File: src/common/mips_config.svh
`ifndef MIPS_CONFIG_SVH
`define MIPS_CONFIG_SVH

// Datapath widths
`define DATA_WIDTH 32
`define PC_WIDTH 8
`define REG_ADDR_WIDTH 5
`define REG_COUNT 32

// Memory depths, in words
`define IMEM_DEPTH 256
`define DMEM_DEPTH 256

// Instruction fields
`define OPCODE_WIDTH 6
`define FUNCT_WIDTH 6
`define IMM_WIDTH 16
// Shift amount for lui
`define LUI_SHIFT 16

`endif
File: src/common/mipsPkg.sv
`include "mips_config.svh"

package mipsPkg;

	//////////////////////////////
	// Encodings
	//////////////////////////////

	// Major opcodes, eop uses the last code
	typedef enum logic [`OPCODE_WIDTH-1:0] {
		OP_RTYPE = 6'h00, OP_J = 6'h02, OP_BEQ = 6'h04, OP_BNE = 6'h05,
		OP_ADDI = 6'h08, OP_ANDI = 6'h0C, OP_ORI = 6'h0D, OP_LUI = 6'h0F,
		OP_LB = 6'h20, OP_LH = 6'h21, OP_LW = 6'h23, OP_SW = 6'h2B,
		OP_EOP = 6'h3F
	} opcodeT;

	// R-type function codes
	typedef enum logic [`FUNCT_WIDTH-1:0] {
		FN_SLL = 6'h00, FN_ADD = 6'h20, FN_SUB = 6'h22,
		FN_AND = 6'h24, FN_OR = 6'h25, FN_SLT = 6'h2A
	} functT;

	// Add is zero, so a cleared control word adds
	typedef enum logic [3:0] {ALU_ADD, ALU_SUB, ALU_AND, ALU_OR, ALU_SLT, ALU_SLL} aluOpT;
	typedef enum logic [1:0] {LOAD_WORD, LOAD_HALF, LOAD_BYTE} loadWidthT;
	// Execute operand sources
	typedef enum logic [1:0] {FWD_REG, FWD_WB, FWD_MEM} fwdSelT;

	//////////////////////////////
	// Instruction word
	//////////////////////////////

	typedef struct packed {
		opcodeT                     opcode;
		logic [`REG_ADDR_WIDTH-1:0] rs;
		logic [`REG_ADDR_WIDTH-1:0] rt;
		logic [`REG_ADDR_WIDTH-1:0] rd;
		logic [`REG_ADDR_WIDTH-1:0] shamt;
		functT                      funct;
	} rTypeT;

	typedef struct packed {
		opcodeT                     opcode;
		logic [`REG_ADDR_WIDTH-1:0] rs;
		logic [`REG_ADDR_WIDTH-1:0] rt;
		logic [`IMM_WIDTH-1:0]      imm;
	} iTypeT;

	typedef struct packed {
		opcodeT                                opcode;
		logic [`DATA_WIDTH-`OPCODE_WIDTH-1:0] target;
	} jTypeT;

	// Same 32 bits, three views
	typedef union packed {
		rTypeT r;
		iTypeT i;
		jTypeT j;
	} instrT;

	//////////////////////////////
	// Control and pipeline registers
	//////////////////////////////

	typedef struct packed {
		aluOpT     aluOp;
		logic      aluSrc;
		logic      aluShiftImm;
		logic      loadImm;
		logic      regDst;
		logic      memWrite;
		logic      memToReg;
		loadWidthT loadWidth;
		logic      regWrite;
		logic      eop;
	} ctrlT;

	typedef struct packed {
		logic                 valid;
		instrT                instr;
		logic [`PC_WIDTH-1:0] pcPlusOne;
	} ifIdT;

	typedef struct packed {
		logic                       valid;
		ctrlT                       ctrl;
		logic [`REG_ADDR_WIDTH-1:0] rs;
		logic [`REG_ADDR_WIDTH-1:0] rt;
		logic [`REG_ADDR_WIDTH-1:0] rd;
		logic [`REG_ADDR_WIDTH-1:0] shamt;
		logic [`DATA_WIDTH-1:0]     readA;
		logic [`DATA_WIDTH-1:0]     readB;
		logic [`DATA_WIDTH-1:0]     imm;
	} idExT;

	// Only memory and writeback control fields matter past execute
	typedef struct packed {
		logic                       valid;
		ctrlT                       ctrl;
		logic [`REG_ADDR_WIDTH-1:0] writeReg;
		logic [`DATA_WIDTH-1:0]     aluOut;
		logic [`DATA_WIDTH-1:0]     storeData;
	} exMemT;

	typedef struct packed {
		logic                       valid;
		logic                       regWrite;
		logic                       eop;
		logic [`REG_ADDR_WIDTH-1:0] writeReg;
		logic [`DATA_WIDTH-1:0]     result;
	} memWbT;

endpackage

File: src/hazardUnit.sv
`timescale 1ns/1ns
`include "mips_config.svh"

module hazardUnit (
	input  logic [`REG_ADDR_WIDTH-1:0] rs,
	input  logic [`REG_ADDR_WIDTH-1:0] rt,
	input  logic                       branch,
	input  mipsPkg::idExT              idEx,
	input  logic [`REG_ADDR_WIDTH-1:0] writeRegEx,
	input  mipsPkg::exMemT             exMem,
	input  mipsPkg::memWbT             memWb,
	output logic                       stallFetch,
	output logic                       stallDecode,
	output logic                       flushEx,
	output logic                       fwdDecA,
	output logic                       fwdDecB,
	output mipsPkg::fwdSelT            fwdExA,
	output mipsPkg::fwdSelT            fwdExB
);

	logic exWrites;
	logic memWrites;
	logic wbWrites;
	logic exHitsDec;
	logic memHitsDec;
	logic loadUse;
	logic branchStall;
	logic stall;

	// Live producers per stage, r0 never counts
	assign exWrites = idEx.valid && idEx.ctrl.regWrite && (writeRegEx != '0);
	assign memWrites = exMem.valid && exMem.ctrl.regWrite && (exMem.writeReg != '0);
	assign wbWrites = memWb.valid && memWb.regWrite && (memWb.writeReg != '0);

	//////////////////////////////
	// Forwarding
	//////////////////////////////

	// Newest value wins, memory before writeback
	assign fwdExA = (memWrites && exMem.writeReg == idEx.rs) ? mipsPkg::FWD_MEM :
		(wbWrites && memWb.writeReg == idEx.rs) ? mipsPkg::FWD_WB : mipsPkg::FWD_REG;
	assign fwdExB = (memWrites && exMem.writeReg == idEx.rt) ? mipsPkg::FWD_MEM :
		(wbWrites && memWb.writeReg == idEx.rt) ? mipsPkg::FWD_WB : mipsPkg::FWD_REG;

	// Branch compare in decode, only from the memory stage
	// Writeback comes through the register file bypass
	assign fwdDecA = memWrites && (exMem.writeReg == rs);
	assign fwdDecB = memWrites && (exMem.writeReg == rt);

	//////////////////////////////
	// Stalls
	//////////////////////////////

	// Decode rs/rt read as zero when not sources
	assign exHitsDec = exWrites && (writeRegEx == rs || writeRegEx == rt);
	assign memHitsDec = memWrites && (exMem.writeReg == rs || exMem.writeReg == rt);

	// Load result not ready until writeback
	assign loadUse = exHitsDec && idEx.ctrl.memToReg;
	// Any producer in execute, or a load still in memory
	assign branchStall = branch && (exHitsDec || (memHitsDec && exMem.ctrl.memToReg));

	assign stall = loadUse || branchStall;
	assign stallFetch = stall;
	assign stallDecode = stall;
	// Bubble into ID/EX while decode holds
	assign flushEx = stall;

endmodule

File: config.mk
export PLATFORM = sky130hd
export DESIGN_NAME = hazardUnit
export DESIGN_NICKNAME = d
export VERILOG_FILES = /design/src/common/mipsPkg.sv /design/src/hazardUnit.sv
export VERILOG_INCLUDE_DIRS = /design/src /design/src/common
export SDC_FILE = /design/constraint.sdc
export NUM_CORES = 1
export LEC_CHECK = 0
export BUFFER_PORTS_ARGS = -buffer_cell sky130_fd_sc_hd__buf_2
export CORE_AREA = 5 5 107 109
export DETAILED_ROUTE_END_ITERATION = 12
export DIE_AREA = 0 0 112 114
export PLACE_DENSITY = 0.53
export SLEW_MARGIN = 20
export SYNTH_ARGS = -nofsm -noshare
export SYNTH_HDL_FRONTEND = slang
export SYNTH_SLANG_ARGS = --single-unit
File: constraint.sdc
create_clock -name vclk -period 1.73
set_input_delay 0.173 -clock vclk [all_inputs]
set_output_delay 0.173 -clock vclk [all_outputs]
set_load 0.02 [all_outputs]
==> flow_metrics.env <==
export IMPL_final_period_minus_worst_setup_slack_ps=1740
export IMPL_cell_chain_critical_path="buf_6, or4_4, o211ai_4, buf_6, nor4_2, nor4_4, buf_4"
export IMPL_final_setup_tns_ps=-16.3
export IMPL_n_antenna_cell=0
export IMPL_synth_top_area_share_pct=29.8
export IMPL_power_per_cell_area_mw_per_mm2=207
export IMPL_dp_hpwl_um=3220
export IMPL_final_hold_worst_slack_ps=764
export IMPL_synthesis_area_um2=618
export IMPL_grt_setup_unrepaired="true"
export IMPL_synthesis_yosys_warnings=0
export IMPL_die_h_um=114
export IMPL_critical_path_max_stage_delay_ps=560
export IMPL_synth_top_cell_by_area="sky130_fd_sc_hd__xor2_1"
export IMPL_drv_slew=0
export IMPL_synth_top_cells_by_area="sky130_fd_sc_hd__xor2_1 (30%), sky130_fd_sc_hd__xnor2_1 (27%), sky130_fd_sc_hd__nor4_2 (8.1%)"
export IMPL_total_number_of_vias=768
export IMPL_post_layout_worst_setup_margin_ps=-14.4
export IMPL_worstPathMaxFanout=2
export IMPL_drt_total_wl_um=3470
export IMPL_synth_fa_ha_area_share_pct=0
export IMPL_actual_transition_at_the_worst_max_transition_pin_ps=442
export IMPL_globalplace_congestion=0.778
export IMPL_place_area_mm2=0.00112
export IMPL_synth_cell_types=20
export IMPL_post_synth_cell_area_avg_um2=8.03
export IMPL_post_synth_inst_count=77
export IMPL_critical_path_slowest_cell="sky130_fd_sc_hd__or4_4"
export IMPL_synthMuxAreaShare_pct=0
export IMPL_number_of_drc_violations_after_detailed_routing=0
export IMPL_relSlewSlack_pct=70.3
export IMPL_std_cell_core_area_mm2=0.0105
export IMPL_synth_compound_gate_area_share_pct=10.9
export IMPL_synth_seq_area_share_pct=0
export IMPL_rows=38
export IMPL_regArea_um2=0
export IMPL_worstSetupStartpointType="primary input"
export IMPL_ir_worst_vdd_uv=57.5
export IMPL_hold_viol=0
export IMPL_worst_setup_path_endpoint="fwdExB[0]"
export IMPL_timing_critical_path_mode_cell="sky130_fd_sc_hd__buf_6"
export IMPL_seq_cells=0
export IMPL_status="finished, violations left"
export IMPL_gr_total_overflow=0
export IMPL_final_cell_area_mm2=0.00121
export IMPL_drt_iter0_drc=8
export IMPL_finalCritPeriodShare_pct=101
export IMPL_placed_cells_incl_taps=275
export IMPL_detail_route_vias_per_cell=2.77
export IMPL_fp_dieArea_mm2=0.0128
export IMPL_global_route_wire_length_before_repair_um=5060
export IMPL_grt_antenna_before_repair=2
export IMPL_grt_start_max_net_pins=5
export IMPL_vias_in_the_first_global_route=880
export IMPL_finalSetupViolCount=2
export IMPL_p_leak_uw=0.000487
export IMPL_layout_clock_buffers=0
export IMPL_synth_top_family_by_area="XOR/XNOR gates"
export IMPL_layoutNonFillerInstCount=277
export IMPL_synth_xor_area_share_pct=56.7
export IMPL_min_delay_path_class="in2out"
export IMPL_firstDrtPassIters=4
export IMPL_critPathCaptureType="output port"
export IMPL_ratio_of_cells_with_drive_above_1_in_the_final_layout_pct=57.7
export IMPL_top_level_ports=280
export IMPL_drt_antenna_violating_nets=0
export IMPL_cp_arrival_ps=1570
export IMPL_layout_nets=410
export IMPL_floorplan_initialDensity_pct=5.88
export IMPL_layout_overhead_on_the_synthesized_area_pct=95.5
export IMPL_portBuffers=53
export IMPL_grt_use_total_pct=5.22
export IMPL_fmaxAchievable_mhz=573
export IMPL_synthesis_nets=348
export IMPL_wl_per_cell_um=12.5
export IMPL_yosys_area_share_simple_pct=25.1
export IMPL_placement_setup_worst_slack_ps=-104
export IMPL_die_w_um=112
export IMPL_violations="setup timing"
export IMPL_setup_worst_path_class="in2out"
export IMPL_crit_start="exMem[65]"
export IMPL_cp_required_ps=1560
export IMPL_max_cap_violations=0
[report_power, final]
| part | total (µW) | switching (µW) | internal (µW) |
|---|---|---|---|
| logic | 250 | 124 | 126 |
| clock network | 0 | 0 | 0 |
| registers | 0 | 0 | 0 |
| total | 250 | 124 | 126 |
[logic make-up (layout without fill, tap and decap cells)]
logic type             Yosys count  in the layout
AO/OA/AOI/OAI                    7              7
XOR/XNOR                        40             40
AND/OR/NAND/NOR                 23             23
buffers and inverters            7             67
[cells in the final DEF (no fill, tap or decap), drive strengths merged]
master	netlist	final
a31oi	1	1
buf	6	67
nand2	2	2
nand3	5	5
nor2	2	2
nor3	5	5
nor4	5	5
o2111ai	2	2
o211a	1	1
o211ai	2	2
o21ai	1	1
or4	4	4
xnor2	19	19
xor2	21	21
[worst min path at each step]
stage | from | to | depth (start not counted)
after floorplan | exMem[83] | fwdExB[1] | 2
after global placement | idEx[117] | stallDecode | 4
after detailed placement | idEx[117] | flushEx | 4
after CTS | idEx[117] | flushEx | 4
after global routing | idEx[117] | flushEx | 4
final | idEx[117] | stallDecode | 4
[worst max-delay path, delay by kind of cell]
kind | cells | cell delay, ps
and+or+nand+nor | 3 | 740
buffers and inverters | 3 | 400
AOI/OAI and AO/OA | 1 | 240
[what timing repair did]
item | 4_1_cts | 5_1_grt
gates cloned | 0 | 0
setup endpoints to repair | 3 | 6
gates resized for setup | 9 | 8
hold endpoints to repair | 0 | 0
pin swaps | 5 | 2
setup buffers | 2 | 0
hold buffers | 0 | 0
[cells in the mapped netlist (all sizes together)]
cell     count
buf          6
nor3         5
nor2         2
o2111ai      2
or4          4
o21ai        1
xnor2       19
nor4         5
o211a        1
o211ai       2
nand2        2
nand3        5
a31oi        1
clkbuf       1
xor2        21
[area by class of cell]
type               count  area (µm²)
multi-input cells     70         631
repair buffers        67         403
fillers             1206        9300
well taps            140         175
[metal layers]
layer	vias to the layer above	global-route usage (%)	wire, µm
met3	4	1.22	203
met1	340	6.19	1410
met4	4	0	6
li1	390	-	-
met5	-	0	25
met2	30	10.2	1830
[stage by stage]
stage | power (µW) | util (%)
floorplan | 120 | -
global placement | 226 | 10.7
detailed placement | 232 | 10.7
CTS | 246 | 11.2
global route | 273 | 11.5
finish | 250 | 11.5
Power figures use the tool's default switching activity.
