<file path="config.mk">
export PLATFORM = sky130hd
export DESIGN_NAME = executeStage
export DESIGN_NICKNAME = d
export VERILOG_FILES = /design/src/common/mipsPkg.sv /design/src/execute/executeStage.sv
export VERILOG_INCLUDE_DIRS = /design/src /design/src/common
export SDC_FILE = /design/constraint.sdc
export NUM_CORES = 1
export LEC_CHECK = 0
export BUFFER_PORTS_ARGS = -buffer_cell sky130_fd_sc_hd__buf_4
export CORE_MARGIN = 5
export CORE_UTILIZATION = 27
export CTS_BUF_LIST = sky130_fd_sc_hd__clkbuf_8
export CTS_CLUSTER_DIAMETER = 40
export DETAILED_ROUTE_END_ITERATION = 6
export RECOVER_POWER = 50
export SLEW_MARGIN = 10
export SYNTH_ARGS = -nofsm -noshare
export SYNTH_HDL_FRONTEND = slang
export SYNTH_SLANG_ARGS = --single-unit
</file>
<file path="constraint.sdc">
create_clock -name clk -period 1.4 [get_ports clk]
set_clock_uncertainty 0.05 [all_clocks]
set_input_delay 0.21 -clock clk [delete_from_list [all_inputs] [get_ports clk]]
set_output_delay 0.21 -clock clk [all_outputs]
set_load 0.02 [all_outputs]
</file>
<file path="src/common/mips_config.svh">
`ifndef MIPS_CONFIG_SVH
`define MIPS_CONFIG_SVH

// Datapath widths
`define DATA_WIDTH 32
`define PC_WIDTH 8
`define REG_ADDR_WIDTH 5
`define REG_COUNT 32

// Memory depths, in words
`define IMEM_DEPTH 256
`define DMEM_DEPTH 256

// Instruction fields
`define OPCODE_WIDTH 6
`define FUNCT_WIDTH 6
`define IMM_WIDTH 16
// Shift amount for lui
`define LUI_SHIFT 16

`endif
</file>
<file path="src/common/mipsPkg.sv">
`include "mips_config.svh"

package mipsPkg;

	//////////////////////////////
	// Encodings
	//////////////////////////////

	// Major opcodes, eop uses the last code
	typedef enum logic [`OPCODE_WIDTH-1:0] {
		OP_RTYPE = 6'h00, OP_J = 6'h02, OP_BEQ = 6'h04, OP_BNE = 6'h05,
		OP_ADDI = 6'h08, OP_ANDI = 6'h0C, OP_ORI = 6'h0D, OP_LUI = 6'h0F,
		OP_LB = 6'h20, OP_LH = 6'h21, OP_LW = 6'h23, OP_SW = 6'h2B,
		OP_EOP = 6'h3F
	} opcodeT;

	// R-type function codes
	typedef enum logic [`FUNCT_WIDTH-1:0] {
		FN_SLL = 6'h00, FN_ADD = 6'h20, FN_SUB = 6'h22,
		FN_AND = 6'h24, FN_OR = 6'h25, FN_SLT = 6'h2A
	} functT;

	// Add is zero, so a cleared control word adds
	typedef enum logic [3:0] {ALU_ADD, ALU_SUB, ALU_AND, ALU_OR, ALU_SLT, ALU_SLL} aluOpT;
	typedef enum logic [1:0] {LOAD_WORD, LOAD_HALF, LOAD_BYTE} loadWidthT;
	// Execute operand sources
	typedef enum logic [1:0] {FWD_REG, FWD_WB, FWD_MEM} fwdSelT;

	//////////////////////////////
	// Instruction word
	//////////////////////////////

	typedef struct packed {
		opcodeT                     opcode;
		logic [`REG_ADDR_WIDTH-1:0] rs;
		logic [`REG_ADDR_WIDTH-1:0] rt;
		logic [`REG_ADDR_WIDTH-1:0] rd;
		logic [`REG_ADDR_WIDTH-1:0] shamt;
		functT                      funct;
	} rTypeT;

	typedef struct packed {
		opcodeT                     opcode;
		logic [`REG_ADDR_WIDTH-1:0] rs;
		logic [`REG_ADDR_WIDTH-1:0] rt;
		logic [`IMM_WIDTH-1:0]      imm;
	} iTypeT;

	typedef struct packed {
		opcodeT                                opcode;
		logic [`DATA_WIDTH-`OPCODE_WIDTH-1:0] target;
	} jTypeT;

	// Same 32 bits, three views
	typedef union packed {
		rTypeT r;
		iTypeT i;
		jTypeT j;
	} instrT;

	//////////////////////////////
	// Control and pipeline registers
	//////////////////////////////

	typedef struct packed {
		aluOpT     aluOp;
		logic      aluSrc;
		logic      aluShiftImm;
		logic      loadImm;
		logic      regDst;
		logic      memWrite;
		logic      memToReg;
		loadWidthT loadWidth;
		logic      regWrite;
		logic      eop;
	} ctrlT;

	typedef struct packed {
		logic                 valid;
		instrT                instr;
		logic [`PC_WIDTH-1:0] pcPlusOne;
	} ifIdT;

	typedef struct packed {
		logic                       valid;
		ctrlT                       ctrl;
		logic [`REG_ADDR_WIDTH-1:0] rs;
		logic [`REG_ADDR_WIDTH-1:0] rt;
		logic [`REG_ADDR_WIDTH-1:0] rd;
		logic [`REG_ADDR_WIDTH-1:0] shamt;
		logic [`DATA_WIDTH-1:0]     readA;
		logic [`DATA_WIDTH-1:0]     readB;
		logic [`DATA_WIDTH-1:0]     imm;
	} idExT;

	// Only memory and writeback control fields matter past execute
	typedef struct packed {
		logic                       valid;
		ctrlT                       ctrl;
		logic [`REG_ADDR_WIDTH-1:0] writeReg;
		logic [`DATA_WIDTH-1:0]     aluOut;
		logic [`DATA_WIDTH-1:0]     storeData;
	} exMemT;

	typedef struct packed {
		logic                       valid;
		logic                       regWrite;
		logic                       eop;
		logic [`REG_ADDR_WIDTH-1:0] writeReg;
		logic [`DATA_WIDTH-1:0]     result;
	} memWbT;

endpackage

</file>
<file path="src/execute/executeStage.sv">
`timescale 1ns/1ns
`include "mips_config.svh"

module executeStage (
	input  logic                       clk,
	input  logic                       rstN,
	input  mipsPkg::idExT              idEx,
	input  mipsPkg::fwdSelT            fwdExA,
	input  mipsPkg::fwdSelT            fwdExB,
	input  logic [`DATA_WIDTH-1:0]     exMemAluOut,
	input  logic [`DATA_WIDTH-1:0]     wbResult,
	output mipsPkg::exMemT             exMem,
	output logic [`REG_ADDR_WIDTH-1:0] writeRegEx
);

	localparam int ShiftW = $clog2(`DATA_WIDTH);

	logic [`DATA_WIDTH-1:0] srcA;
	logic [`DATA_WIDTH-1:0] srcB;
	logic [`DATA_WIDTH-1:0] opA;
	logic [`DATA_WIDTH-1:0] opB;
	logic [`DATA_WIDTH-1:0] aluOut;

	// Operand source per forwarding select
	function automatic logic [`DATA_WIDTH-1:0] fwdMux(
		input mipsPkg::fwdSelT        sel,
		input logic [`DATA_WIDTH-1:0] regVal,
		input logic [`DATA_WIDTH-1:0] memVal,
		input logic [`DATA_WIDTH-1:0] wbVal
	);
		case (sel)
			mipsPkg::FWD_MEM: return memVal;
			mipsPkg::FWD_WB: return wbVal;
			default: return regVal;
		endcase
	endfunction

	assign srcA = fwdMux(fwdExA, idEx.readA, exMemAluOut, wbResult);
	assign srcB = fwdMux(fwdExB, idEx.readB, exMemAluOut, wbResult);

	// lui shifts by a constant, sll by shamt
	assign opA = idEx.ctrl.loadImm ? `DATA_WIDTH'(`LUI_SHIFT) :
		idEx.ctrl.aluShiftImm ? `DATA_WIDTH'(idEx.shamt) : srcA;
	assign opB = idEx.ctrl.aluSrc ? idEx.imm : srcB;

	//////////////////////////////
	// ALU
	//////////////////////////////

	always_comb begin
		case (idEx.ctrl.aluOp)
			mipsPkg::ALU_SUB: aluOut = opA - opB;
			mipsPkg::ALU_AND: aluOut = opA & opB;
			mipsPkg::ALU_OR: aluOut = opA | opB;
			// Signed compare
			mipsPkg::ALU_SLT: aluOut = `DATA_WIDTH'($signed(opA) < $signed(opB));
			// B shifted by A
			mipsPkg::ALU_SLL: aluOut = opB << opA[ShiftW-1:0];
			default: aluOut = opA + opB;
		endcase
	end

	// rd for R-type, rt otherwise
	assign writeRegEx = idEx.ctrl.regDst ? idEx.rd : idEx.rt;

	// EX/MEM register
	always_ff @(posedge clk or negedge rstN) begin
		if (!rstN) begin
			exMem <= '0;
		end else begin
			exMem.valid <= idEx.valid;
			exMem.ctrl <= idEx.ctrl;
			exMem.writeReg <= writeRegEx;
			exMem.aluOut <= aluOut;
			// Store data must see forwarded rt
			exMem.storeData <= srcB;
		end
	end

endmodule

</file>
==> results.sh <==
export IMPL_die_h_um=207
export IMPL_clock_path_buffers=2
export IMPL_largest_reg_flops=84
export IMPL_grt_usage=0.250
export IMPL_worstHoldPathCells=2
export IMPL_worstMarginPinSlew_ns=0.848
export IMPL_core_sq_um=38500
export IMPL_dp_cells=2555
export IMPL_io_buffers=284
export IMPL_grt_use_met2=0.465
export IMPL_layout_min_cycle_time_ns=3.84
export IMPL_crit_slowest_cell="o41a_1"
export IMPL_finalPower_uw=14200
export IMPL_p_per_area_nw_per_um2=771
export IMPL_slew_headroom=0.435
export IMPL_vdd_drop_max_mv=0.600
export IMPL_ys_seq_area_frac=0.201
export IMPL_initial_core_util=0.272
export IMPL_syn_nets=1687
export IMPL_drt_iter0_markers=1265
export IMPL_ios=290
export IMPL_p_seq_frac=0.203
export IMPL_final_common_cell="buf_4"
export IMPL_p_int_uw=8080
export IMPL_drc=4
export IMPL_synth_seq_cells=84
export IMPL_end_kind="flip-flop"
export IMPL_synth_edf_count=0
export IMPL_required_ns=1.72
export IMPL_synthTopCellsByArea="dfrtp_1 (20%), ha_1 (12%), mux2i_1 (6.4%)"
export IMPL_min_to="exMem[78]"
export IMPL_syn2layout_area_growth_pct=75.7
export IMPL_violations="design-rule violations, negative setup slack"
export IMPL_ys_flop_type="dfrtp_1"
export IMPL_setup_tns_ns=-60.22
export IMPL_pwr_share_clk=0.148
export IMPL_cts_num_sinks=84
export IMPL_max_clock_freq_mhz=261
export IMPL_p_sw_uw=6100
export IMPL_die_area_sq_um=42800
export IMPL_hold_path_class="input port to flip-flop"
export IMPL_dp_slack_ns=-3.09
export IMPL_cts_max_level=3
export IMPL_cts_tree="done"
export IMPL_busiest_layer="met2"
export IMPL_wl_um=55100
export IMPL_nNetsFinal=2437
export IMPL_reg_top3="exMem (84)"
export IMPL_synth_area_sq_um=10500
export IMPL_critPathMaxFanout=7
export IMPL_grt_antenna_before_repair=0
export IMPL_syn_avg_cell_area_sq_um=7.56
export IMPL_setup_ws_ns=-2.44
export IMPL_firstDrtPassIters=7
export IMPL_synth_async_reset_ratio=1.00
export IMPL_period_share=2.74
export IMPL_synthDistinctLibCells=81
export IMPL_startpoint="fwdExB[0]"
export IMPL_setup_violations=32
export IMPL_layout_drive_gt1_share=0.447
export IMPL_grt_max_degree=63
export IMPL_rows=72
export IMPL_outcome="finished with violations"
export IMPL_hp_start="idEx[125]"
export IMPL_use_met1=0.284
export IMPL_crit_chain="buf_8 > inv_4 > ha_4 > nor2_4 > buf_6 > a222oi_1 > buf_4 > buf_6 > ha_4 > nor2_4 > o211ai_1 > buf_4 > a311oi_4 > nor4b_4 > o41a_1 > o31ai_4 > a221o_2 > a41oi_2 > or4_1 > o21ai_1"
export IMPL_startpoint_type="input port"
export IMPL_slowest_delay_ns=0.47
export IMPL_p_comb_frac=0.649
export IMPL_cp_data_arrival_time_ns=4.16
export IMPL_grt_pass1_vias=14300
export IMPL_die_width_um=207
export IMPL_grt_use_met3=0.0272
export IMPL_routabilityCongestion=1.02
export IMPL_yosys_warnings=0
export IMPL_yosysTopAreaCell="dfrtp_1"
export IMPL_p_leak_uw=0.00918
export IMPL_fillCellCount=3725
export IMPL_grt_pass1_wl_um=81900
export IMPL_swShare=0.430
export IMPL_wl_per_cell_um=20.8
export IMPL_drv_slew=0
export IMPL_hpwl_um=44900
export IMPL_synth_top_cell_area_share=0.201
export IMPL_rsz0062_at_grt="yes"
export IMPL_ant_nets=0
export IMPL_regMostFlops="exMem"
export IMPL_root_buffer="clkbuf_8"
export IMPL_gr_total_overflow=0
export IMPL_drv_cap=0
export IMPL_final_cells=2656
export IMPL_clkTransAtPathRegs_ns=0.13
export IMPL_synth_cells=1383
export IMPL_antenna_cells=0
export IMPL_mostFrequentLayoutCells="buf_4 (727), inv_1 (152), nand2_1 (122), nor2_1 (103), o21ai_0 (91)"
export IMPL_dr_total_vias=14000
export IMPL_crit_type="input port to flip-flop"
export IMPL_hold_violations=0
export IMPL_cts_made_buffers=9
export IMPL_via_per_inst=5.28
## synthesized netlist by cell type (15+ instances only)
master,count
o21bai_1,19
nor3_1,17
o22ai_1,16
mux2i_1,67
buf_2,23
a211oi_1,22
nor2_1,109
o21ai_0,120
nand2_1,126
a221oi_1,19
dfrtp_1,84
o211ai_1,16
and2_1,28
a22oi_1,70
o221ai_1,19
inv_1,161
a221o_1,15
ha_1,101
clkbuf_1,54
a222oi_1,27
a21oi_1,91
## critical path: cells and delay by family
family / cells / cell delay [ns]
compound gates: 8 / 2.01
buf+inv: 6 / 0.72
simple gates: 4 / 0.69
fa+ha+maj: 2 / 0.50
## worst max-delay path by stage
stage | slack [ns] | cells after the start | endpoint
after floorplan | -2.70 | 18 | exMem[63]
after global placement | -3.01 | 16 | exMem[63]
after detailed placement | -3.09 | 20 | exMem[63]
after CTS | -2.34 | 20 | exMem[63]
after global routing | -2.55 | 20 | exMem[63]
final | -2.44 | 20 | exMem[63]
## power by group through the flow
stage	clock (uW)	combinational [uW]	sequential, uW
after floorplan	0	3390	3380
final	2100	9190	2880
after global placement	0	8220	2930
after global routing	2270	9790	2920
after CTS	2190	8840	2890
after detailed placement	0	8270	2930
## stage by stage
step / instance area [sq um] / hold slack [ns] / utilization
floorplan: 10800 / -0.136 / -
global placement: 16700 / 0.159 / 0.433
detailed placement: 16700 / 0.163 / 0.433
CTS: 18000 / 0.0187 / 0.468
global route: 18400 / 0.0369 / 0.478
finish: 18400 / 0.0469 / 0.478
## repair_timing
action	in CTS	in global routing
gates resized for setup	98	78
hold buffers	51	0
pin swaps	55	56
endpoints found under the hold margin	133	0
buffers inserted	30	15
endpoints found under the setup margin	32	32
cloned	1	0
## layout make-up
class                   instances  area (sq um)  area share
clock buffers                   9           124     0.00674
clock inverters                 7          92.6     0.00504
inverters                     164           633      0.0345
multi-input cells            1043          8210       0.447
flip-flops and latches         84          2100       0.114
well taps                     518           648      0.0353
repair buffers                831          6560       0.357
## kinds of logic after synthesis
group / after synthesis / share of synthesized area
AO/OA/AOI/OAI: 507 / 0.336
AND/OR/NAND/NOR: 348 / 0.151
buffers and inverters: 257 / 0.100
adder cells (fa/ha/maj): 103 / 0.125
flip-flops: 84 / 0.201
multiplexers: 83 / 0.0857
XOR/XNOR: 1 / 0.000838
## routing by layer
layer / part of all wire / vias up
li1: - / 6544
met3: 0.055 / 133
met1: 0.38 / 6785
met4: 0.049 / 0
met5: 0 / -
met2: 0.52 / 562
(Power assumes the default switching activity.)
