**src/common/mips_config.svh**
```systemverilog
`ifndef MIPS_CONFIG_SVH
`define MIPS_CONFIG_SVH

// Datapath widths
`define DATA_WIDTH 32
`define PC_WIDTH 8
`define REG_ADDR_WIDTH 5
`define REG_COUNT 32

// Memory depths, in words
`define IMEM_DEPTH 256
`define DMEM_DEPTH 256

// Instruction fields
`define OPCODE_WIDTH 6
`define FUNCT_WIDTH 6
`define IMM_WIDTH 16
// Shift amount for lui
`define LUI_SHIFT 16

`endif
```
**src/common/mipsPkg.sv**
```systemverilog
`include "mips_config.svh"

package mipsPkg;

	//////////////////////////////
	// Encodings
	//////////////////////////////

	// Major opcodes, eop uses the last code
	typedef enum logic [`OPCODE_WIDTH-1:0] {
		OP_RTYPE = 6'h00, OP_J = 6'h02, OP_BEQ = 6'h04, OP_BNE = 6'h05,
		OP_ADDI = 6'h08, OP_ANDI = 6'h0C, OP_ORI = 6'h0D, OP_LUI = 6'h0F,
		OP_LB = 6'h20, OP_LH = 6'h21, OP_LW = 6'h23, OP_SW = 6'h2B,
		OP_EOP = 6'h3F
	} opcodeT;

	// R-type function codes
	typedef enum logic [`FUNCT_WIDTH-1:0] {
		FN_SLL = 6'h00, FN_ADD = 6'h20, FN_SUB = 6'h22,
		FN_AND = 6'h24, FN_OR = 6'h25, FN_SLT = 6'h2A
	} functT;

	// Add is zero, so a cleared control word adds
	typedef enum logic [3:0] {ALU_ADD, ALU_SUB, ALU_AND, ALU_OR, ALU_SLT, ALU_SLL} aluOpT;
	typedef enum logic [1:0] {LOAD_WORD, LOAD_HALF, LOAD_BYTE} loadWidthT;
	// Execute operand sources
	typedef enum logic [1:0] {FWD_REG, FWD_WB, FWD_MEM} fwdSelT;

	//////////////////////////////
	// Instruction word
	//////////////////////////////

	typedef struct packed {
		opcodeT                     opcode;
		logic [`REG_ADDR_WIDTH-1:0] rs;
		logic [`REG_ADDR_WIDTH-1:0] rt;
		logic [`REG_ADDR_WIDTH-1:0] rd;
		logic [`REG_ADDR_WIDTH-1:0] shamt;
		functT                      funct;
	} rTypeT;

	typedef struct packed {
		opcodeT                     opcode;
		logic [`REG_ADDR_WIDTH-1:0] rs;
		logic [`REG_ADDR_WIDTH-1:0] rt;
		logic [`IMM_WIDTH-1:0]      imm;
	} iTypeT;

	typedef struct packed {
		opcodeT                                opcode;
		logic [`DATA_WIDTH-`OPCODE_WIDTH-1:0] target;
	} jTypeT;

	// Same 32 bits, three views
	typedef union packed {
		rTypeT r;
		iTypeT i;
		jTypeT j;
	} instrT;

	//////////////////////////////
	// Control and pipeline registers
	//////////////////////////////

	typedef struct packed {
		aluOpT     aluOp;
		logic      aluSrc;
		logic      aluShiftImm;
		logic      loadImm;
		logic      regDst;
		logic      memWrite;
		logic      memToReg;
		loadWidthT loadWidth;
		logic      regWrite;
		logic      eop;
	} ctrlT;

	typedef struct packed {
		logic                 valid;
		instrT                instr;
		logic [`PC_WIDTH-1:0] pcPlusOne;
	} ifIdT;

	typedef struct packed {
		logic                       valid;
		ctrlT                       ctrl;
		logic [`REG_ADDR_WIDTH-1:0] rs;
		logic [`REG_ADDR_WIDTH-1:0] rt;
		logic [`REG_ADDR_WIDTH-1:0] rd;
		logic [`REG_ADDR_WIDTH-1:0] shamt;
		logic [`DATA_WIDTH-1:0]     readA;
		logic [`DATA_WIDTH-1:0]     readB;
		logic [`DATA_WIDTH-1:0]     imm;
	} idExT;

	// Only memory and writeback control fields matter past execute
	typedef struct packed {
		logic                       valid;
		ctrlT                       ctrl;
		logic [`REG_ADDR_WIDTH-1:0] writeReg;
		logic [`DATA_WIDTH-1:0]     aluOut;
		logic [`DATA_WIDTH-1:0]     storeData;
	} exMemT;

	typedef struct packed {
		logic                       valid;
		logic                       regWrite;
		logic                       eop;
		logic [`REG_ADDR_WIDTH-1:0] writeReg;
		logic [`DATA_WIDTH-1:0]     result;
	} memWbT;

endpackage

```
**src/decode/decodeStage.sv**
```systemverilog
`timescale 1ns/1ns
`include "mips_config.svh"

module decodeStage (
	input  logic                       clk,
	input  logic                       rstN,
	input  mipsPkg::ifIdT              ifId,
	input  mipsPkg::memWbT             memWb,
	input  logic [`DATA_WIDTH-1:0]     exMemAluOut,
	input  logic                       fwdDecA,
	input  logic                       fwdDecB,
	input  logic                       stallDecode,
	input  logic                       flushEx,
	output logic                       redirect,
	output logic [`PC_WIDTH-1:0]       redirectPc,
	output logic                       haltFetch,
	output logic [`REG_ADDR_WIDTH-1:0] rs,
	output logic [`REG_ADDR_WIDTH-1:0] rt,
	output logic                       branch,
	output mipsPkg::idExT              idEx
);

	mipsPkg::instrT         instr;
	mipsPkg::ctrlT          ctrl;
	logic                   isBranch;
	logic                   branchNe;
	logic                   isJump;
	logic                   zeroExt;
	logic                   usesRt;
	logic                   taken;
	logic [`DATA_WIDTH-1:0] readA;
	logic [`DATA_WIDTH-1:0] readB;
	logic [`DATA_WIDTH-1:0] srcA;
	logic [`DATA_WIDTH-1:0] srcB;
	logic [`DATA_WIDTH-1:0] imm;

	assign instr = ifId.instr;

	regFile u_regFile (
		.clk       (clk),
		.rstN      (rstN),
		.readAddrA (instr.r.rs),
		.readAddrB (instr.r.rt),
		.writeEn   (memWb.valid && memWb.regWrite),
		.writeAddr (memWb.writeReg),
		.writeData (memWb.result),
		.readDataA (readA),
		.readDataB (readB)
	);

	//////////////////////////////
	// Control decoder
	//////////////////////////////

	always_comb begin
		// A cleared word is an add with no side effects
		ctrl = '0;
		isBranch = 1'b0;
		branchNe = 1'b0;
		isJump = 1'b0;
		zeroExt = 1'b0;
		usesRt = 1'b0;
		case (instr.r.opcode)
			mipsPkg::OP_RTYPE: begin
				ctrl.regDst = 1'b1;
				ctrl.regWrite = 1'b1;
				usesRt = 1'b1;
				case (instr.r.funct)
					mipsPkg::FN_ADD: ctrl.aluOp = mipsPkg::ALU_ADD;
					mipsPkg::FN_SUB: ctrl.aluOp = mipsPkg::ALU_SUB;
					mipsPkg::FN_AND: ctrl.aluOp = mipsPkg::ALU_AND;
					mipsPkg::FN_OR: ctrl.aluOp = mipsPkg::ALU_OR;
					mipsPkg::FN_SLT: ctrl.aluOp = mipsPkg::ALU_SLT;
					mipsPkg::FN_SLL: begin
						ctrl.aluOp = mipsPkg::ALU_SLL;
						ctrl.aluShiftImm = 1'b1;
					end
					// Unknown funct retires as a no-op
					default: ctrl.regWrite = 1'b0;
				endcase
			end
			mipsPkg::OP_ADDI: begin
				ctrl.aluSrc = 1'b1;
				ctrl.regWrite = 1'b1;
			end
			mipsPkg::OP_ANDI, mipsPkg::OP_ORI: begin
				ctrl.aluOp = (instr.i.opcode == mipsPkg::OP_ANDI) ?
					mipsPkg::ALU_AND : mipsPkg::ALU_OR;
				ctrl.aluSrc = 1'b1;
				ctrl.regWrite = 1'b1;
				zeroExt = 1'b1;
			end
			// Immediate shifted up by the ALU
			mipsPkg::OP_LUI: begin
				ctrl.aluOp = mipsPkg::ALU_SLL;
				ctrl.aluSrc = 1'b1;
				ctrl.loadImm = 1'b1;
				ctrl.regWrite = 1'b1;
			end
			mipsPkg::OP_LW, mipsPkg::OP_LH, mipsPkg::OP_LB: begin
				ctrl.aluSrc = 1'b1;
				ctrl.memToReg = 1'b1;
				ctrl.regWrite = 1'b1;
				if (instr.i.opcode == mipsPkg::OP_LH) begin
					ctrl.loadWidth = mipsPkg::LOAD_HALF;
				end else if (instr.i.opcode == mipsPkg::OP_LB) begin
					ctrl.loadWidth = mipsPkg::LOAD_BYTE;
				end
			end
			mipsPkg::OP_SW: begin
				ctrl.aluSrc = 1'b1;
				ctrl.memWrite = 1'b1;
				usesRt = 1'b1;
			end
			mipsPkg::OP_BEQ, mipsPkg::OP_BNE: begin
				isBranch = 1'b1;
				branchNe = (instr.i.opcode == mipsPkg::OP_BNE);
				usesRt = 1'b1;
			end
			mipsPkg::OP_J: isJump = 1'b1;
			mipsPkg::OP_EOP: ctrl.eop = 1'b1;
			default: ctrl = '0;
		endcase
	end

	// andi and ori take the immediate unsigned
	assign imm = zeroExt ? {{(`DATA_WIDTH-`IMM_WIDTH){1'b0}}, instr.i.imm} :
		{{(`DATA_WIDTH-`IMM_WIDTH){instr.i.imm[`IMM_WIDTH-1]}}, instr.i.imm};

	//////////////////////////////
	// Branch and jump
	//////////////////////////////

	assign srcA = fwdDecA ? exMemAluOut : readA;
	assign srcB = fwdDecB ? exMemAluOut : readB;
	assign taken = branchNe ? (srcA != srcB) : (srcA == srcB);

	// Operands are stale while stalled
	assign redirect = ifId.valid && !stallDecode && (isJump || (isBranch && taken));
	assign redirectPc = isJump ? instr.j.target[`PC_WIDTH-1:0] :
		ifId.pcPlusOne + imm[`PC_WIDTH-1:0];
	assign haltFetch = ifId.valid && !stallDecode && ctrl.eop;

	// Source registers for hazards read as zero when unused
	assign rs = (ifId.valid && !isJump && !ctrl.eop) ? instr.r.rs : '0;
	assign rt = (ifId.valid && usesRt) ? instr.r.rt : '0;
	assign branch = ifId.valid && isBranch;

	// ID/EX register
	always_ff @(posedge clk or negedge rstN) begin
		if (!rstN) begin
			idEx <= '0;
		end else if (flushEx) begin
			idEx <= '0;
		end else begin
			idEx.valid <= ifId.valid;
			idEx.ctrl <= ifId.valid ? ctrl : '0;
			idEx.rs <= instr.r.rs;
			idEx.rt <= instr.r.rt;
			idEx.rd <= instr.r.rd;
			idEx.shamt <= instr.r.shamt;
			idEx.readA <= readA;
			idEx.readB <= readB;
			idEx.imm <= imm;
		end
	end

	// No delay slot so the next fetch is squashed
	assert property (@(posedge clk) disable iff (!rstN)
		redirect |=> !ifId.valid);

endmodule

```
**src/decode/regFile.sv**
```systemverilog
`timescale 1ns/1ns
`include "mips_config.svh"

module regFile (
	input  logic                       clk,
	input  logic                       rstN,
	input  logic [`REG_ADDR_WIDTH-1:0] readAddrA,
	input  logic [`REG_ADDR_WIDTH-1:0] readAddrB,
	input  logic                       writeEn,
	input  logic [`REG_ADDR_WIDTH-1:0] writeAddr,
	input  logic [`DATA_WIDTH-1:0]     writeData,
	output logic [`DATA_WIDTH-1:0]     readDataA,
	output logic [`DATA_WIDTH-1:0]     readDataB
);

	logic [`DATA_WIDTH-1:0] regs [`REG_COUNT];

	// r0 is never stored
	always_ff @(posedge clk) begin
		if (writeEn && writeAddr != '0) begin
			regs[writeAddr] <= writeData;
		end
	end

	// Same-cycle writeback seen by decode
	assign readDataA = (readAddrA == '0) ? '0 :
		(writeEn && writeAddr == readAddrA) ? writeData : regs[readAddrA];
	assign readDataB = (readAddrB == '0) ? '0 :
		(writeEn && writeAddr == readAddrB) ? writeData : regs[readAddrB];

	// A stored register reads back on the next cycle
	assert property (@(posedge clk) disable iff (!rstN)
		(writeEn && writeAddr != '0) |=>
			(writeEn || readAddrA != $past(writeAddr) || readDataA == $past(writeData)));

endmodule

```
**config.mk**
```make
export PLATFORM = sky130hd
export DESIGN_NAME = decodeStage
export DESIGN_NICKNAME = d
export VERILOG_FILES = /design/src/common/mipsPkg.sv /design/src/decode/decodeStage.sv /design/src/decode/regFile.sv
export VERILOG_INCLUDE_DIRS = /design/src /design/src/common
export SDC_FILE = /design/constraint.sdc
export NUM_CORES = 2
export LEC_CHECK = 0
export CAP_MARGIN = 20
export CORE_AREA = 4 4 395 358
export CTS_BUF_LIST = sky130_fd_sc_hd__clkbuf_8 sky130_fd_sc_hd__clkbuf_16
export DETAILED_ROUTE_END_ITERATION = 7
export DIE_AREA = 0 0 399 362
export DONT_BUFFER_PORTS = 1
export PLACE_DENSITY = 0.63
export SETUP_SLACK_MARGIN = 0.15
export SYNTH_ARGS = -nofsm -noshare
export SYNTH_HDL_FRONTEND = slang
export SYNTH_SLANG_ARGS = --single-unit
```
**constraint.sdc**
```tcl
create_clock -name clk -period 4.5 [get_ports clk]
set_input_delay 0 -clock clk [delete_from_list [all_inputs] [get_ports clk]]
set_output_delay 0 -clock clk [all_outputs]
set_load 0.005 [all_outputs]
```
==> results_dict.tcl <==
set metrics [dict create \
    synth_seq_cells 1129 \
    layout_setup_ws_ns -0.919 \
    grt_first_pass_wirelength_mm 293 \
    syn_inst 3474 \
    port_buffers 0 \
    rsz0062_at_grt "true" \
    netlist_area_um2 54800 \
    syn_area_per_cell_um2 15.8 \
    path_class "in2out" \
    num_rows 129 \
    finalWirelength_mm 217 \
    slew-limit-headroom -0.375 \
    antenna_left 0 \
    period_share 1.20 \
    gr-usage-all-layers 0.292 \
    first_global_vias 36300 \
    via_per_inst 6.74 \
    n_fill_cell 11700 \
    worstPathMaxFanout 374 \
    synth-async-reset-ratio 0.0930 \
    hold_viol 0 \
    violations "max-slew violations, negative setup slack" \
    max-cap-violations 0 \
    start_util 0.400 \
    die_h_um 362 \
    drtPass1Iterations 7 \
    grt-ovfl-total 0 \
    wl_per_cell_um 38.5 \
    syn_to_final_growth_pct 15.7 \
    seq_area_frac_synth 0.610 \
    final.setup_skew_ns 0.0369 \
    cts.clk_slew.worst_paths_ns 0.06 \
    tns_ns -0.919 \
    totalPowerFinal_mw 24.0 \
    finalSetupViolCount 1 \
    ios 271 \
    cts.sinks 1129 \
    clock_latency_ns 0.73 \
    maxSlewViolCount 215 \
    antenna_found_initial 23 \
    startpoint_type "input pin" \
    ys_warn_count 0 \
    hpwl_mm 128 \
    ir_drop_uv 343 \
    endpoint_kind "output port" \
    cts_made_buffers 117 \
    fin_nets 3799 \
    grt_max_degree 375 \
    clock_path_buffers 3 \
    pre_cts_slack_ns -0.132 \
    synth-main-ff-cell "edfxtp_1" \
    root_buffer "clkbuf_16" \
    p_per_area_nw_per_um2 379 \
    drc 0 \
    synth_simple_gate_area_share 0.0611 \
    gp_congestion 0.964 \
    synth-xor-area-share 0.0112 \
    cts.htree.levels 3 \
    synth_top_family_by_area "multiplexers" \
    synth_adder_area_share 0.00197 \
    core-area_um2 137000 \
    cts_tree "yes" \
    worst_slew_pin_slew_ns 2.06 \
    drive_gt1_frac 0.223 \
    routed-via-count 38000 \
    hp-class "in2reg" \
    period_minus_slack_ns 5.42 \
    dieArea_um2 144000 \
    leakagePower_nw 21.8 \
    dieWidth_um 399 \
    synth-edff-count 1024 \
    timing.fmax_mhz 185 \
    worst-endpoint-arrival_ns 5.42 \
    synthMuxAreaShare 0.211 \
    synth_compound_area_frac 0.0732 \
    cp_data_required_time_ns 4.50 \
    drt-initial-drc-count 6648 \
    status "finished with violations" \
    synth_cell_types 90 \
]
==> cell families (layout without fill, tap and decap cells) <==
logic type      count (synthesis)  after routing
compound gates                560            560
simple gates                  665            665
xor+xnor                       70             70
other cells                     1             60
fa+ha+maj                       8              8
buf+inv                       310            581
mux                           731            731
flops                        1129           1129
==> registers in the layout (all words and copies together), names as in the netlist <==
register	count
idEx	105
u_regFile.regs	1024
==> Yosys cell counts, drive strengths merged (8+ instances only) <==
master	n	area (µm²)
a211oi	18	140
a21oi	75	383
a221oi	41	383
a22oi	170	1290
a31oi	22	138
and2	19	119
and3	16	100
buf	172	1250
clkbuf	104	390
dfrtp	105	2630
edfxtp	1024	30700
inv	34	128
mux2	20	225
mux2i	376	3760
mux4	335	7540
nand2	132	495
nand2b	24	150
nand3	86	430
nand4	18	113
nor2	185	697
nor2b	54	338
nor3	43	215
nor3b	8	60.1
nor4	18	128
o211ai	18	140
o21ai	48	240
o22ai	71	444
o31ai	12	90.1
or3	10	62.6
or4	12	93.8
xnor2	41	359
xor2	29	254
==> path summary, 6_finish.rpt <==
check | from | endpoint | slack (ns) | cells past startpoint
setup / recovery | ifId[29] | redirect | -0.92 | 16
hold / removal | memWb[35] | u_regFile.regs[17][25] | 0.0005 | 3
setup reg to reg | u_regFile.regs[16][3] | idEx[35] | 1.39 | 9
hold reg to reg | u_regFile.regs[15][30] | idEx[62] | 1.11 | 6
max in group asynchronous | rstN | idEx[74] | 3.60 | 4
min in group asynchronous | rstN | idEx[48] | 0.51 | 4
==> stage by stage <==
stage                     instances   util  hold slack, ns  cell area [µm²]
final                          5638  0.462        0.000536            63400
after global routing           5620  0.462         0.00291            63300
after CTS                      5605  0.461         0.00795            63100
after detailed placement       5234  0.419          -0.293            57400
after global placement         5233  0.418          -0.293            57300
after floorplan                3506      -          -0.296            54900
==> cell type report <==
class	count	area, µm²	area share
multi-input combinational	2067	20100	0.318
clock inverter	95	748	0.0118
tap	1834	2290	0.0362
antenna	27	67.6	0.00107
sequential	1129	33400	0.527
timing repair buffer	323	3470	0.0547
clock buffer	129	3140	0.0495
inverter	34	128	0.00201
==> critical path: stages <==
cell,delay [ns]
mux4_2,1.18
o21ai_0,0.44
nand2_1,0.12
o22ai_2,0.23
buf_4,0.22
nor2_1,0.06
xnor2_1,0.30
o211ai_1,0.15
a2111o_1,0.45
nor4b_2,0.33
buf_4,0.18
and4b_1,0.19
o2111ai_1,0.13
a21oi_2,0.23
buf_4,0.16
buf_4,0.10
==> where the power goes <==
group          internal, mW  leakage (nW)  switching (mW)
logic                  1.06          9.20            1.44
clock network          5.62          2.01            4.21
registers              11.6          10.6          0.0894
total                  18.3          21.8            5.74
==> layer usage <==
metal  GRT usage  vias to the layer above  wire length (µm)
met5           0                        -               125
met4       0.152                       22             13600
met3       0.113                      712             34700
met2       0.426                     3343             92800
met1       0.378                    19400             75900
li1            -                    14600                 -
==> timing repair <==
item | CTS | global route
hold buffers | 144 | 0
setup buffers | 3 | 0
pin swaps | 8 | 5
gates resized for setup | 18 | 5
setup endpoints to repair | 1 | 1
hold endpoints to repair | 1298 | 0
==> cell usage in the layout, fill, tap and decap left out, types with 12 or more instances in the layout <==
cell,n
inv_1,54
a21oi_1,70
xnor2_1,40
nor3_1,42
dlygate4sd3_1,113
mux4_2,335
nand4_1,18
and3_1,16
conb_1,33
nor2_1,146
edfxtp_1,1024
clkbuf_16,122
a211oi_1,16
nand2b_1,24
a22oi_1,167
mux2_2,20
nor4_1,16
dfrtp_1,105
nand3_1,85
and2_1,18
a31oi_1,22
o22ai_1,68
o21ai_0,46
diode_2,27
mux2i_1,375
clkinv_2,27
o31ai_1,12
buf_4,153
nor2b_1,49
o211ai_1,17
nand2_1,131
buf_12,47
clkinv_1,20
a221oi_1,38
xor2_1,29
nor2_4,33
Note: power is estimated with default switching activity, not from simulation.
